==> src/calc_params.svh <==
//**************************************************************************
// Sizing for the integer execution core. CALC_DIV_ITERS must stay equal
// to CALC_XLEN, since the divider retires one quotient bit per step.
// CALC_FWD_STAGES is also the fixed pipe depth and the multiply latency.
//**************************************************************************
`ifndef CALC_PARAMS_SVH
`define CALC_PARAMS_SVH

`define CALC_XLEN 32
`define CALC_REG_AW 5

`define CALC_FWD_STAGES 3
`define CALC_DIV_ITERS `CALC_XLEN

`endif

==> src/calc_pkg.sv <==
//**************************************************************************
// Operation codes and packet types shared by the execution core.
// Op codes 3'b111 is unused and never legal in a valid reservation.
//**************************************************************************
`include "calc_params.svh"

package calc_pkg;

  typedef logic [`CALC_XLEN-1:0]   calc_data_t;
  typedef logic [`CALC_REG_AW-1:0] calc_reg_t;

  typedef enum logic [2:0]
  {
    CALC_ADD  = 3'd0,
    CALC_SUB  = 3'd1,
    CALC_AND  = 3'd2,
    CALC_XOR  = 3'd3,
    CALC_MUL  = 3'd4,
    CALC_DIVU = 3'd5,
    CALC_REMU = 3'd6
  } calc_op_e;

  // Operands are already bypassed when this is registered
  typedef struct packed
  {
    logic       v;
    calc_op_e   op;
    calc_reg_t  rd;
    calc_data_t rs1;
    calc_data_t rs2;
  } calc_rsv_s;

  typedef struct packed
  {
    logic       v;
    logic       poison;
    logic       mul;
    calc_reg_t  rd;
    calc_data_t data;
  } calc_stage_s;

endpackage

==> src/calc_fwd_if.sv <==
//**************************************************************************
// Results still in flight, one slot per completion stage.
// Slot 0 holds the youngest result and has the highest bypass priority.
//**************************************************************************
`timescale 1ns/1ps
`include "calc_params.svh"

interface calc_fwd_if;
  logic [`CALC_FWD_STAGES-1:0]                        v;
  logic [`CALC_FWD_STAGES-1:0][`CALC_REG_AW-1:0] rd;
  logic [`CALC_FWD_STAGES-1:0][`CALC_XLEN-1:0]   data;

  // Sampled by the issue stage in the same cycle
  modport source (output v, rd, data);
  modport sink (input v, rd, data);
endinterface

==> src/calc_wb_if.sv <==
//**************************************************************************
// Writeback channel. Transfer on a clock edge with v and ready both high;
// the producer holds v, rd_addr and data until then.
//**************************************************************************
`timescale 1ns/1ps
`include "calc_params.svh"

interface calc_wb_if;
  logic                    v;
  logic                    ready;
  logic [`CALC_REG_AW-1:0] rd_addr;
  logic [`CALC_XLEN-1:0]   data;

  modport producer (output v, rd_addr, data, input ready);
  modport consumer (input v, rd_addr, data, output ready);
endinterface

==> src/calc_exe_pipe.sv <==
//**************************************************************************
// Fixed-latency pipe: one-cycle ALU, three-cycle multiplier (low half of
// the product only). Every result writes back from stage 3, exactly three
// edges after dispatch. Divide ops pass through without occupying a stage.
//**************************************************************************
`timescale 1ns/1ps
`include "calc_params.svh"

module calc_exe_pipe
  (input  logic                 clk_i
  , input  logic                arst_n_i
  , input  calc_pkg::calc_rsv_s rsv_i
  , input  logic                flush_i
  , calc_fwd_if.source          fwd
  , calc_wb_if.producer         wb
  );
  import calc_pkg::*;

  localparam int half_w    = `CALC_XLEN / 2;
  localparam int mul_stage = `CALC_FWD_STAGES;

  calc_stage_s [`CALC_FWD_STAGES:1] stage_n;
  calc_stage_s [`CALC_FWD_STAGES:1] stage_r;

  calc_data_t        alu_res;
  logic              fixed_op;
  calc_data_t        mul_a_r;
  calc_data_t        mul_b_r;
  calc_data_t        pp_ll_r;
  logic [half_w-1:0] pp_lh_r;
  logic [half_w-1:0] pp_hl_r;
  calc_data_t        mul_res;

  always_comb
  begin
    case (rsv_i.op)
      CALC_ADD: alu_res = rsv_i.rs1 + rsv_i.rs2;
      CALC_SUB: alu_res = rsv_i.rs1 - rsv_i.rs2;
      CALC_AND: alu_res = rsv_i.rs1 & rsv_i.rs2;
      CALC_XOR: alu_res = rsv_i.rs1 ^ rsv_i.rs2;
      default:  alu_res = '0;
    endcase
  end

  assign fixed_op = !(rsv_i.op inside {CALC_DIVU, CALC_REMU});

  // Operand capture, then partial products; cross terms only need low halves
  always_ff @(posedge clk_i)
  begin
    mul_a_r <= rsv_i.rs1;
    mul_b_r <= rsv_i.rs2;
    pp_ll_r <= mul_a_r[half_w-1:0] * mul_b_r[half_w-1:0];
    pp_lh_r <= mul_a_r[half_w-1:0] * mul_b_r[`CALC_XLEN-1:half_w];
    pp_hl_r <= mul_a_r[`CALC_XLEN-1:half_w] * mul_b_r[half_w-1:0];
  end

  assign mul_res = pp_ll_r + {pp_lh_r + pp_hl_r, {half_w{1'b0}}};

  always_comb
  begin
    stage_n[1].v      = rsv_i.v & fixed_op;
    stage_n[1].poison = flush_i;
    stage_n[1].mul    = (rsv_i.op == CALC_MUL);
    stage_n[1].rd     = rsv_i.rd;
    stage_n[1].data   = alu_res;
    for (int i = 2; i <= `CALC_FWD_STAGES; i++)
    begin
      stage_n[i] = stage_r[i-1];
    end
    stage_n[2].poison = stage_r[1].poison | flush_i;
    if (stage_r[mul_stage-1].mul)
      stage_n[mul_stage].data = mul_res;
  end

  always_ff @(posedge clk_i or negedge arst_n_i)
  begin
    if (!arst_n_i)
      stage_r <= '0;
    else
      stage_r <= stage_n;
  end

  // A multiply has no usable data before the last stage
  always_comb
  begin
    for (int i = 1; i <= `CALC_FWD_STAGES; i++)
    begin
      fwd.v[i-1]    = stage_n[i].v & ~stage_n[i].poison & (~stage_n[i].mul | (i == mul_stage));
      fwd.rd[i-1]   = stage_n[i].rd;
      fwd.data[i-1] = stage_n[i].data;
    end
  end

  assign wb.v       = stage_r[`CALC_FWD_STAGES].v & ~stage_r[`CALC_FWD_STAGES].poison;
  assign wb.rd_addr = stage_r[`CALC_FWD_STAGES].rd;
  assign wb.data    = stage_r[`CALC_FWD_STAGES].data;

endmodule

==> src/calc_issue.sv <==
//**************************************************************************
// Operand bypass and reservation register. A flush during the cycle an
// entry sits in the reservation register hides it from both pipes.
//**************************************************************************
`timescale 1ns/1ps
`include "calc_params.svh"

module calc_issue
  (input  logic                  clk_i
  , input  logic                 arst_n_i
  , input  logic                 dispatch_v_i
  , input  calc_pkg::calc_op_e   op_i
  , input  calc_pkg::calc_reg_t  rd_i
  , input  calc_pkg::calc_reg_t  rs1_addr_i
  , input  calc_pkg::calc_reg_t  rs2_addr_i
  , input  calc_pkg::calc_data_t rs1_data_i
  , input  calc_pkg::calc_data_t rs2_data_i
  , input  logic                 flush_i
  , calc_fwd_if.sink             fwd
  , output calc_pkg::calc_rsv_s  rsv_o
  );
  import calc_pkg::*;

  calc_rsv_s rsv_n;
  calc_rsv_s rsv_r;
  logic      rsv_v_r;

  // Oldest stage first so the youngest match wins
  always_comb
  begin
    rsv_n.v   = dispatch_v_i;
    rsv_n.op  = op_i;
    rsv_n.rd  = rd_i;
    rsv_n.rs1 = rs1_data_i;
    rsv_n.rs2 = rs2_data_i;
    for (int i = `CALC_FWD_STAGES-1; i >= 0; i--)
    begin
      if (fwd.v[i] && (fwd.rd[i] == rs1_addr_i))
        rsv_n.rs1 = fwd.data[i];
      if (fwd.v[i] && (fwd.rd[i] == rs2_addr_i))
        rsv_n.rs2 = fwd.data[i];
    end
    if (rs1_addr_i == '0)
      rsv_n.rs1 = '0;
    if (rs2_addr_i == '0)
      rsv_n.rs2 = '0;
  end

  always_ff @(posedge clk_i or negedge arst_n_i)
  begin
    if (!arst_n_i)
      rsv_v_r <= 1'b0;
    else
      rsv_v_r <= dispatch_v_i;
  end

  always_ff @(posedge clk_i)
  begin
    rsv_r <= rsv_n;
  end

  always_comb
  begin
    rsv_o   = rsv_r;
    rsv_o.v = rsv_v_r & ~flush_i;
  end

  a_rsv_op_legal : assert property (@(posedge clk_i) disable iff (!arst_n_i)
    rsv_v_r |-> rsv_r.op inside {CALC_ADD, CALC_SUB, CALC_AND, CALC_XOR,
                                 CALC_MUL, CALC_DIVU, CALC_REMU});

endmodule

==> src/calc_long_div.sv <==
//**************************************************************************
// Restoring unsigned divider, one quotient bit per cycle. Takes one op at
// a time; busy_o stays high from acceptance until the result transfers.
// Divide by zero yields all ones and the dividend as remainder.
//**************************************************************************
`timescale 1ns/1ps
`include "calc_params.svh"

module calc_long_div
  (input  logic                 clk_i
  , input  logic                arst_n_i
  , input  calc_pkg::calc_rsv_s rsv_i
  , calc_wb_if.producer         wb
  , output logic                busy_o
  );
  import calc_pkg::*;

  localparam int cnt_w = $clog2(`CALC_DIV_ITERS + 1);

  logic               busy_r;
  logic               done_r;
  logic [cnt_w-1:0]   cnt_r;
  logic               start;
  logic               is_rem_r;
  calc_reg_t          rd_r;
  calc_data_t         quo_r;
  calc_data_t         rem_r;
  calc_data_t         div_r;
  logic [`CALC_XLEN:0] rem_shift;
  logic [`CALC_XLEN:0] diff;

  assign start     = rsv_i.v & (rsv_i.op inside {CALC_DIVU, CALC_REMU}) & ~busy_r;
  assign rem_shift = {rem_r, quo_r[`CALC_XLEN-1]};
  assign diff      = rem_shift - {1'b0, div_r};

  always_ff @(posedge clk_i or negedge arst_n_i)
  begin
    if (!arst_n_i)
    begin
      busy_r <= 1'b0;
      done_r <= 1'b0;
      cnt_r  <= '0;
    end
    else if (start)
    begin
      busy_r <= 1'b1;
      cnt_r  <= cnt_w'(`CALC_DIV_ITERS);
    end
    else if (busy_r && !done_r)
    begin
      cnt_r  <= cnt_r - 1'b1;
      done_r <= (cnt_r == 1);
    end
    else if (done_r && wb.ready)
    begin
      busy_r <= 1'b0;
      done_r <= 1'b0;
    end
  end

  // Dividend shifts out of quo_r as quotient bits shift in
  always_ff @(posedge clk_i)
  begin
    if (start)
    begin
      quo_r    <= rsv_i.rs1;
      div_r    <= rsv_i.rs2;
      rem_r    <= '0;
      rd_r     <= rsv_i.rd;
      is_rem_r <= (rsv_i.op == CALC_REMU);
    end
    else if (busy_r && !done_r)
    begin
      if (!diff[`CALC_XLEN])
      begin
        rem_r <= diff[`CALC_XLEN-1:0];
        quo_r <= {quo_r[`CALC_XLEN-2:0], 1'b1};
      end
      else
      begin
        rem_r <= rem_shift[`CALC_XLEN-1:0];
        quo_r <= {quo_r[`CALC_XLEN-2:0], 1'b0};
      end
    end
  end

  assign wb.v       = done_r;
  assign wb.rd_addr = rd_r;
  assign wb.data    = is_rem_r ? rem_r : quo_r;
  assign busy_o     = busy_r;

  // Dispatcher must wait for long_busy to drop
  a_no_div_when_busy : assert property (@(posedge clk_i) disable iff (!arst_n_i)
    (rsv_i.v && (rsv_i.op inside {CALC_DIVU, CALC_REMU})) |-> !busy_r);

endmodule

==> src/calc_top.sv <==
//**************************************************************************
// Integer execution core, single issue. Register file lives outside; the
// dispatcher must respect long_busy_o and the multiply/divide hazard rules.
//**************************************************************************
`timescale 1ns/1ps

module calc_top
  (input  logic                  clk_i
  , input  logic                 arst_n_i
  , input  logic                 dispatch_v_i
  , input  calc_pkg::calc_op_e   op_i
  , input  calc_pkg::calc_reg_t  rd_i
  , input  calc_pkg::calc_reg_t  rs1_addr_i
  , input  calc_pkg::calc_reg_t  rs2_addr_i
  , input  calc_pkg::calc_data_t rs1_data_i
  , input  calc_pkg::calc_data_t rs2_data_i
  , input  logic                 flush_i
  , output logic                 iwb_v_o
  , output calc_pkg::calc_reg_t  iwb_rd_o
  , output calc_pkg::calc_data_t iwb_data_o
  , output logic                 long_busy_o
  );
  import calc_pkg::*;

  calc_rsv_s rsv;

  calc_wb_if  fixed_wb ();
  calc_wb_if  long_wb ();
  calc_fwd_if fwd ();

  calc_issue u_issue
    (.clk_i       (clk_i)
    , .arst_n_i   (arst_n_i)
    , .dispatch_v_i(dispatch_v_i)
    , .op_i       (op_i)
    , .rd_i       (rd_i)
    , .rs1_addr_i (rs1_addr_i)
    , .rs2_addr_i (rs2_addr_i)
    , .rs1_data_i (rs1_data_i)
    , .rs2_data_i (rs2_data_i)
    , .flush_i    (flush_i)
    , .fwd        (fwd.sink)
    , .rsv_o      (rsv)
    );

  calc_exe_pipe u_exe_pipe
    (.clk_i     (clk_i)
    , .arst_n_i (arst_n_i)
    , .rsv_i    (rsv)
    , .flush_i  (flush_i)
    , .fwd      (fwd.source)
    , .wb       (fixed_wb.producer)
    );

  calc_long_div u_long_div
    (.clk_i     (clk_i)
    , .arst_n_i (arst_n_i)
    , .rsv_i    (rsv)
    , .wb       (long_wb.producer)
    , .busy_o   (long_busy_o)
    );

  calc_wb_arbiter u_wb_arbiter
    (.clk_i       (clk_i)
    , .arst_n_i   (arst_n_i)
    , .fixed_wb   (fixed_wb.consumer)
    , .long_wb    (long_wb.consumer)
    , .iwb_v_o    (iwb_v_o)
    , .iwb_rd_o   (iwb_rd_o)
    , .iwb_data_o (iwb_data_o)
    );

endmodule

==> src/calc_wb_arbiter.sv <==
//**************************************************************************
// Single integer writeback port. The fixed pipe has absolute priority and
// is never stalled; the divider waits for a free cycle.
//**************************************************************************
`timescale 1ns/1ps

module calc_wb_arbiter
  (input  logic                  clk_i
  , input  logic                 arst_n_i
  , calc_wb_if.consumer          fixed_wb
  , calc_wb_if.consumer          long_wb
  , output logic                 iwb_v_o
  , output calc_pkg::calc_reg_t  iwb_rd_o
  , output calc_pkg::calc_data_t iwb_data_o
  );

  logic grant_fixed;
  logic grant_long;

  assign grant_fixed = fixed_wb.v;
  assign grant_long  = long_wb.v & ~fixed_wb.v;

  assign fixed_wb.ready = 1'b1;
  assign long_wb.ready  = ~fixed_wb.v;

  assign iwb_v_o    = grant_fixed | grant_long;
  assign iwb_rd_o   = grant_fixed ? fixed_wb.rd_addr : long_wb.rd_addr;
  assign iwb_data_o = grant_fixed ? fixed_wb.data : long_wb.data;

  // A refused divider result stays on offer unchanged
  a_long_hold : assert property (@(posedge clk_i) disable iff (!arst_n_i)
    (long_wb.v && !long_wb.ready) |=>
      (long_wb.v && $stable(long_wb.rd_addr) && $stable(long_wb.data)));

endmodule

==> config.mk <==
export PLATFORM = sky130hd
export DESIGN_NAME = calc_top
export DESIGN_NICKNAME = d
export VERILOG_FILES = /design/src/calc_pkg.sv /design/src/calc_fwd_if.sv /design/src/calc_wb_if.sv /design/src/calc_exe_pipe.sv /design/src/calc_issue.sv /design/src/calc_long_div.sv /design/src/calc_top.sv /design/src/calc_wb_arbiter.sv
export VERILOG_INCLUDE_DIRS = /design/src
export SDC_FILE = /design/constraint.sdc
export NUM_CORES = 2
export LEC_CHECK = 0
export BUFFER_PORTS_ARGS = -buffer_cell sky130_fd_sc_hd__buf_2
export CORE_MARGIN = 3
export CORE_UTILIZATION = 33
export CTS_BUF_LIST = sky130_fd_sc_hd__clkbuf_8
export DETAILED_ROUTE_END_ITERATION = 8
export REMOVE_ABC_BUFFERS = 1
export SYNTH_ARGS = -nofsm -noshare
export SYNTH_HDL_FRONTEND = slang
export SYNTH_SLANG_ARGS = --single-unit
==> constraint.sdc <==
create_clock -name clk_i -period 12.7 [get_ports clk_i]
set_input_delay 2.54 -clock clk_i [delete_from_list [all_inputs] [get_ports clk_i]]
set_output_delay 2.54 -clock clk_i [all_outputs]
set_load 0.02 [all_outputs]
# Yosys cells after proc, flatten, opt, wreduce, memory -nomap -nowiden
# Cells that the tools add are included.
dict set report op_classes {
  n_addsub 6
  n_mul 3
  eq_ne 14
  mux 21
  bitwise 24
  n_reduce_logical 19
}
# operator count
set op_table {}
lappend op_table {{32-bit 2-to-1 mux} 12}
lappend op_table {{32-bit one-hot mux with 4 select lines} 1}
lappend op_table {{32-bit adder} 2}
lappend op_table {{33-bit by 32-bit subtractor with 33-bit output} 1}
lappend op_table {{32-bit bitwise AND} 1}
lappend op_table {{16-bit by 16-bit multiplier with 16-bit output} 2}
lappend op_table {{16-bit by 16-bit multiplier with 32-bit output} 1}
lappend op_table {{32-bit subtractor} 1}
lappend op_table {{32-bit XOR} 1}
lappend op_table {{5-bit == test} 6}
lappend op_table {{16-bit adder} 1}
lappend op_table {{6-bit 2-to-1 mux} 2}
lappend op_table {{1-bit bitwise AND} 11}
lappend op_table {{5-bit logical NOT} 2}
lappend op_table {{3-bit == test, second input constant} 3}
lappend op_table {{1-bit inverter} 9}
lappend op_table {{1-bit logical AND} 8}
lappend op_table {{2-bit nonzero test} 4}
lappend op_table {{3-bit by 2-bit == test with 1-bit output, second input constant} 2}
lappend op_table {{6-bit by 1-bit == test with 1-bit output, second input constant} 1}
lappend op_table {{6-bit by 1-bit subtractor with 6-bit output, second input constant} 1}
lappend op_table {{1-bit 2-to-1 mux} 5}
lappend op_table {{5-bit 2-to-1 mux} 1}
lappend op_table {{2-bit AND reduction} 2}
lappend op_table {{5 further kinds} 7}
dict set report word_totals {
  reg_bits 430
  inputBits 86
  elab_cells 119
}

# Depth between registers and ports, before layout
dict set report logic_depth {
  ltp_word 8
  mapped_depth 25
  depth_no_buf 23
}

# Hierarchy
# A second synthesis with hierarchy kept.
dict set report hier_totals {
  cells_unflattened 4217
  hier_area_um2 39098.7
}
# module instances cells_each area_each_um2 seq_area_each_um2
set modules_own_cells {}
lappend modules_own_cells {calc_exe_pipe 1 2969 27959.3 5540.3}
lappend modules_own_cells {calc_long_div 1 737 6736.5 2942.8}
lappend modules_own_cells {calc_issue 1 466 3897.5 1466.4}
lappend modules_own_cells {calc_wb_arbiter 1 45 505.5 0.0}

# Worst setup path after synthesis
# No wires, ideal clock.
dict set report synth_timing {
  kind {register -> register}
  start {reg u_exe_pipe.mul_b_r[2]}
  end {reg u_exe_pipe.pp_ll_r[31]}
  setup_time_ns 0.120
  t_arrival_ns 6.003
  t_required_ns 12.580
  setup_slack_ns 6.577
  stages_incl_launch_ff 24
  path_buffers 2
  period_less_slack_ns 6.123
  cell_sequence {dfxtp_1 clkbuf_1 clkbuf_1 nand2_1 fa_1 fa_1 inv_1 fa_1 fa_1 fa_1 inv_1 fa_1 inv_1 ha_1 nand4_1 a2111oi_0 a31oi_1 a21bo_2 o311ai_0 a21oi_1 a41o_1 nor2_1 a21oi_1 xnor2_1}
}
dict set report synth_via {
  elab_chain_len 1
}
# element line_no
set synth_rtl {}
lappend synth_rtl {{start: declaration} calc_exe_pipe.sv:28} ;# calc_data_t mul_b_r;
lappend synth_rtl {{start signal: assignment} calc_exe_pipe.sv:51} ;# mul_b_r <= rsv_i.rs2;
lappend synth_rtl {{16-bit by 16-bit multiplier with 32-bit output} calc_exe_pipe.sv:52} ;# pp_ll_r <= mul_a_r[half_w-1:0] * mul_b_r[half_w-1:0];
lappend synth_rtl {{end signal: assignment} calc_exe_pipe.sv:52}
lappend synth_rtl {{end: declaration} calc_exe_pipe.sv:29} ;# calc_data_t pp_ll_r;
# Every way passes these cells.
# A chain may end at the register's enable or synchronous reset.

# Worst setup path in the final report
dict set report layout_timing {
  start {reg u_exe_pipe.mul_a_r[7]}
  end {reg u_exe_pipe.pp_ll_r[31]}
}
dict set report layout_via {
  elab_chain_len 1
}
# element line_no
set layout_rtl {}
lappend layout_rtl {{start: declaration} calc_exe_pipe.sv:27} ;# calc_data_t mul_a_r;
lappend layout_rtl {{start signal: assignment} calc_exe_pipe.sv:50} ;# mul_a_r <= rsv_i.rs1;
lappend layout_rtl {{16-bit by 16-bit multiplier with 32-bit output} calc_exe_pipe.sv:52}
# Every way passes these cells.

==> run summary <==
STA classifies the critical path startpoint as a flip-flop. Entering global routing, the biggest net connects 79 pins. Grouping stages by cell kind, the critical path spends the most delay in adder cells.

The netlist uses 78 different library cells. The worst path uses 61.4% of the clock period. The run gives 0 as the number of maximum-capacitance violations.

The die covers 0.118 mm². The maximum clock skew at final layout was 0.0478 ns; the leftover overflow at the end of global routing was 0. The logs give 125 for the number of ports placed on the die boundary and 5,716 for the final cell count without fillers. Count of final hold-check violations: 0.

VDD sags by at most 0.000290 V. For this run, the slowest stage of the critical path takes 1.11 ns. The tools report the number of antenna violations at the first check in global routing as 12. The share of the Yosys chip area taken by registers is 26.6%.

Detailed placement finished with a half-perimeter wire length of 85,800 µm. The tools report the critical hold path startpoint as u_exe_pipe.stage_n[79]$_DFF_PN0_. The library cells used most frequently in the layout, excluding fill and tap cells, are sky130_fd_sc_hd__inv_1 (574), sky130_fd_sc_hd__nand2_1 (549), sky130_fd_sc_hd__fa_1 (358). The flow ran to the end, and the final reports show no timing, DRC or antenna violations. The per-cell via count in the routed design is 5.05. The tools report the hold slack as 0.343 ns. The routed wire length per instance works out to 19.5 µm. The Yosys step of the flow raised 0 warnings. In this run the tightest slew margin relative to its limit is 10.7%. The total number of placement rows came out at 122.

Relative to the synthesized area, the layout overhead comes to 9.99%. The run gives 0.881 as the global placement routability congestion. The remaining design rule violation count is 0, and the overall die height is 343 µm.

After layout, the worst setup slack is 4.90 ns. Cell with the largest stage delay on the worst path: sky130_fd_sc_hd__o311ai_0. The clock reaches the later pin of the worst-skew pair after 0.70 ns.

For this design the ratio of total power to cell area is 281 mW/mm². After detailed placement, the total cell area comes to 0.0396 mm². The buffer and inverter count on the worst path came out at 3. Counting flops with an async set or reset pin after synthesis yields a share of 29.8%.

In this run the remaining antenna-violating nets after routing total 0. Counting along the longest clock path gives a buffer depth of 3. The number of instances in the synthesized netlist was 4,095. The most used flip-flop cell after synthesis is sky130_fd_sc_hd__dfxtp_1.

For the initial core utilization, the log shows 33.6%. For the netlist area before placement, the log shows 0.0374 mm². In this run, the combinational gates consume 70.0% of the power. The share of cells above drive strength 1 was 7.99%. The proportion of total power due to net switching is 50.1%, and the x dimension of the die is 343 µm. The number of global-route vias before repair was 29,100.

The clock-pin transition on the worst setup and hold timing paths is 0.07 ns, and the number of buffers inserted by post-CTS setup repair is 0. Cells fill 36.9% of the core in the end. In this run the standard cell core region covers 0.112 mm². In the final timing run, aggregate negative setup slack is 0 ns.

Global routing consumed, over all layers together, 18.9% of the routing resources. After layout, the minimum clock period comes to 7.80 ns. The cell internal power dissipation was 5.78 mW; the count of buffers inserted at the top-level ports was 124. Post-CTS repair changed the size of 0 cells. Setup violations remaining at the end of the flow were counted as 0. For the reported leakage power, the log shows 19.3 nW.

The filler cells instantiated in the layout total 11,300. The logs give 128 MHz for the timing-limited maximum frequency and 4,930 for the post-layout net count. The tightest min-delay check is of the flip-flop to flip-flop type. The number of buffers inserted for hold repair after clock tree synthesis is 0, and the maximum fanout along the worst path is 25. The worst endpoint data arrival time was 8.34 ns; the sequential group share of total power was 18.4%. Walking the worst path, the cells encountered are nand2_1, fa_1, inv_1, fa_1, fa_1, fa_1, fa_1, inv_1, fa_1, inv_1, ha_1, nand4_1, a2111oi_0, a31oi_1, a21bo_2, o311ai_0, a21oi_1, a41o_1, nor2_1, a21oi_1, xnor2_1. Beginning of the critical path: u_exe_pipe.mul_a_r[7]$_DFF_P_. The tree is rooted in a sky130_fd_sc_hd__clkbuf_8.

Counting stages on the worst path, the most repeated cell is sky130_fd_sc_hd__fa_1. After synthesis, the mean cell area works out to 9.15 µm². The analysis attributes to net switching a power of 5.80 mW. The first global-routing pass estimated 173,000 µm of wire. TritonCTS built the clock tree.

Setup repair after global routing left no endpoint under its margin. The library cell used most frequently in the layout, excluding fill and tap cells, is sky130_fd_sc_hd__inv_1. In this run the critical register-to-register path is launched from u_exe_pipe.mul_a_r[7]$_DFF_P_.

The logs give 28,900 for the total number of vias and 111,000 µm for the final wirelength. Counting flops and latches in the post-synthesis netlist gives 430. Timing analysis after detailed placement gives a worst setup slack of 5.04 ns.

By startpoint and endpoint, the worst setup path is classified as flip-flop to flip-flop. The worst setup path is captured at a flip-flop. For this run, the detailed router's first-pass iteration total came to 6.

The total clock buffers created by CTS was 75; the count of flip-flops with a built-in enable after synthesis was 70. For the pin with the worst max-slew slack, the measured transition is 1.32 ns. The clock net in this run drives a total of 430 sinks. The data required time at the worst endpoint is 13.24 ns, and the H-tree level count is 3. After the first detailed-routing iteration, the DRC count stood at 1,841. The cell count after placement is 5,567. The area of all placed cells without fillers is 0.0412 mm², and the number of max-slew violations in the final report is 0.

The clock network fraction of design power came out at 11.6%. The total chip power came out at 11.6 mW.
[synth_stat cells, drive strengths merged, types with 21 or more instances]
| master | count | share of area, % |
|---|---|---|
| xor2 | 82 | 2.0 |
| ha | 330 | 11 |
| a211oi | 74 | 1.5 |
| dfrtp | 128 | 8.6 |
| nand2 | 549 | 5.5 |
| a21o | 45 | 0.90 |
| nand2b | 21 | 0.35 |
| edfxtp | 70 | 5.6 |
| clkbuf | 171 | 1.7 |
| nand3 | 92 | 1.2 |
| nor2b | 26 | 0.43 |
| mux2 | 30 | 0.90 |
| dfxtp | 232 | 12 |
| o21ai | 136 | 1.8 |
| nor3 | 63 | 0.86 |
| o211ai | 48 | 0.96 |
| o21a | 27 | 0.56 |
| nor2 | 174 | 1.7 |
| inv | 550 | 5.5 |
| xnor2 | 163 | 3.8 |
| and2 | 254 | 4.2 |
| fa | 358 | 19 |
| mux2i | 107 | 2.9 |
| a21oi | 150 | 2.0 |
| o21bai | 25 | 0.50 |
[registers in the layout, indices dropped and copies added, names as in the netlist]
name	cells
u_issue.rsv_o	72
u_exe_pipe.stage_r	35
u_exe_pipe.fwd.data	32
u_exe_pipe.mul_a_r	32
u_exe_pipe.mul_b_r	32
u_exe_pipe.pp_ll_r	32
u_exe_pipe.wb.data	32
u_long_div.div_r	32
u_long_div.quo_r	32
u_long_div.rem_r	32
u_exe_pipe.pp_hl_r	16
u_exe_pipe.pp_lh_r	16
u_exe_pipe.fwd.rd	10
u_long_div.cnt_r	6
u_exe_pipe.stage_n	5
u_exe_pipe.wb.rd_addr	5
u_long_div.wb.rd_addr	5
u_issue.rsv_v_r	1
u_long_div.busy_o	1
u_long_div.is_rem_r	1
u_long_div.wb.v	1
[final timing paths]
path	end	slack (ns)	cells past startpoint
setup / recovery	u_exe_pipe.pp_ll_r[31]$_DFF_P_	4.90	21
hold / removal	u_exe_pipe.stage_n[119]$_DFF_PN0_	0.34	0
setup reg to reg	u_exe_pipe.pp_ll_r[31]$_DFF_P_	4.90	21
hold reg to reg	u_exe_pipe.stage_n[119]$_DFF_PN0_	0.34	0
max in group asynchronous	u_exe_pipe.fwd.data[59]$_DFF_PN0_	9.50	2
min in group asynchronous	u_long_div.cnt_r[5]$_DFFE_PN0P_	1.90	1
[power by group through the flow]
| stage | Sequential (mW) | Clock, mW | Combinational (mW) |
|---|---|---|---|
| after floorplan | 2.02 | 0 | 5.72 |
| after global placement | 2.16 | 0 | 8.05 |
| after detailed placement | 2.16 | 0 | 8.12 |
| after CTS | 2.14 | 1.37 | 8.19 |
| after global routing | 2.17 | 1.43 | 9.14 |
| final | 2.13 | 1.34 | 8.11 |
[layer usage]
metal / GRT usage (%) / vias up / part of all wire (%)
li1: - / 13500 / -
met1: 25.1 / 14300 / 44
met2: 30.8 / 899 / 46
met3: 3.38 / 220 / 6.1
met4: 7.17 / 12 / 3.9
met5: 0 / - / 0.080
[cells by family after synthesis]
| family | count (synthesis) | share of synthesized area (%) |
|---|---|---|
| buf+inv | 735 | 7.39 |
| flops | 430 | 26.6 |
| mux | 137 | 3.76 |
| simple gates | 1259 | 15.8 |
| xor+xnor | 245 | 5.80 |
| fa+ha+maj | 688 | 30.2 |
| compound gates | 601 | 10.5 |
[area by class of cell]
| type | count | area [µm²] | share of cell area (%) |
|---|---|---|---|
| tap | 1488 | 1860 | 4.52 |
| clock inverter | 52 | 344 | 0.835 |
| sequential | 430 | 9950 | 24.2 |
| timing repair buffer | 168 | 957 | 2.32 |
| clock buffer | 88 | 1210 | 2.94 |
| inverter | 551 | 2070 | 5.02 |
| multi-input combinational | 2930 | 24800 | 60.1 |
| antenna | 9 | 22.5 | 0.0547 |
No activity file was read; power rests on OpenSTA's default activity.
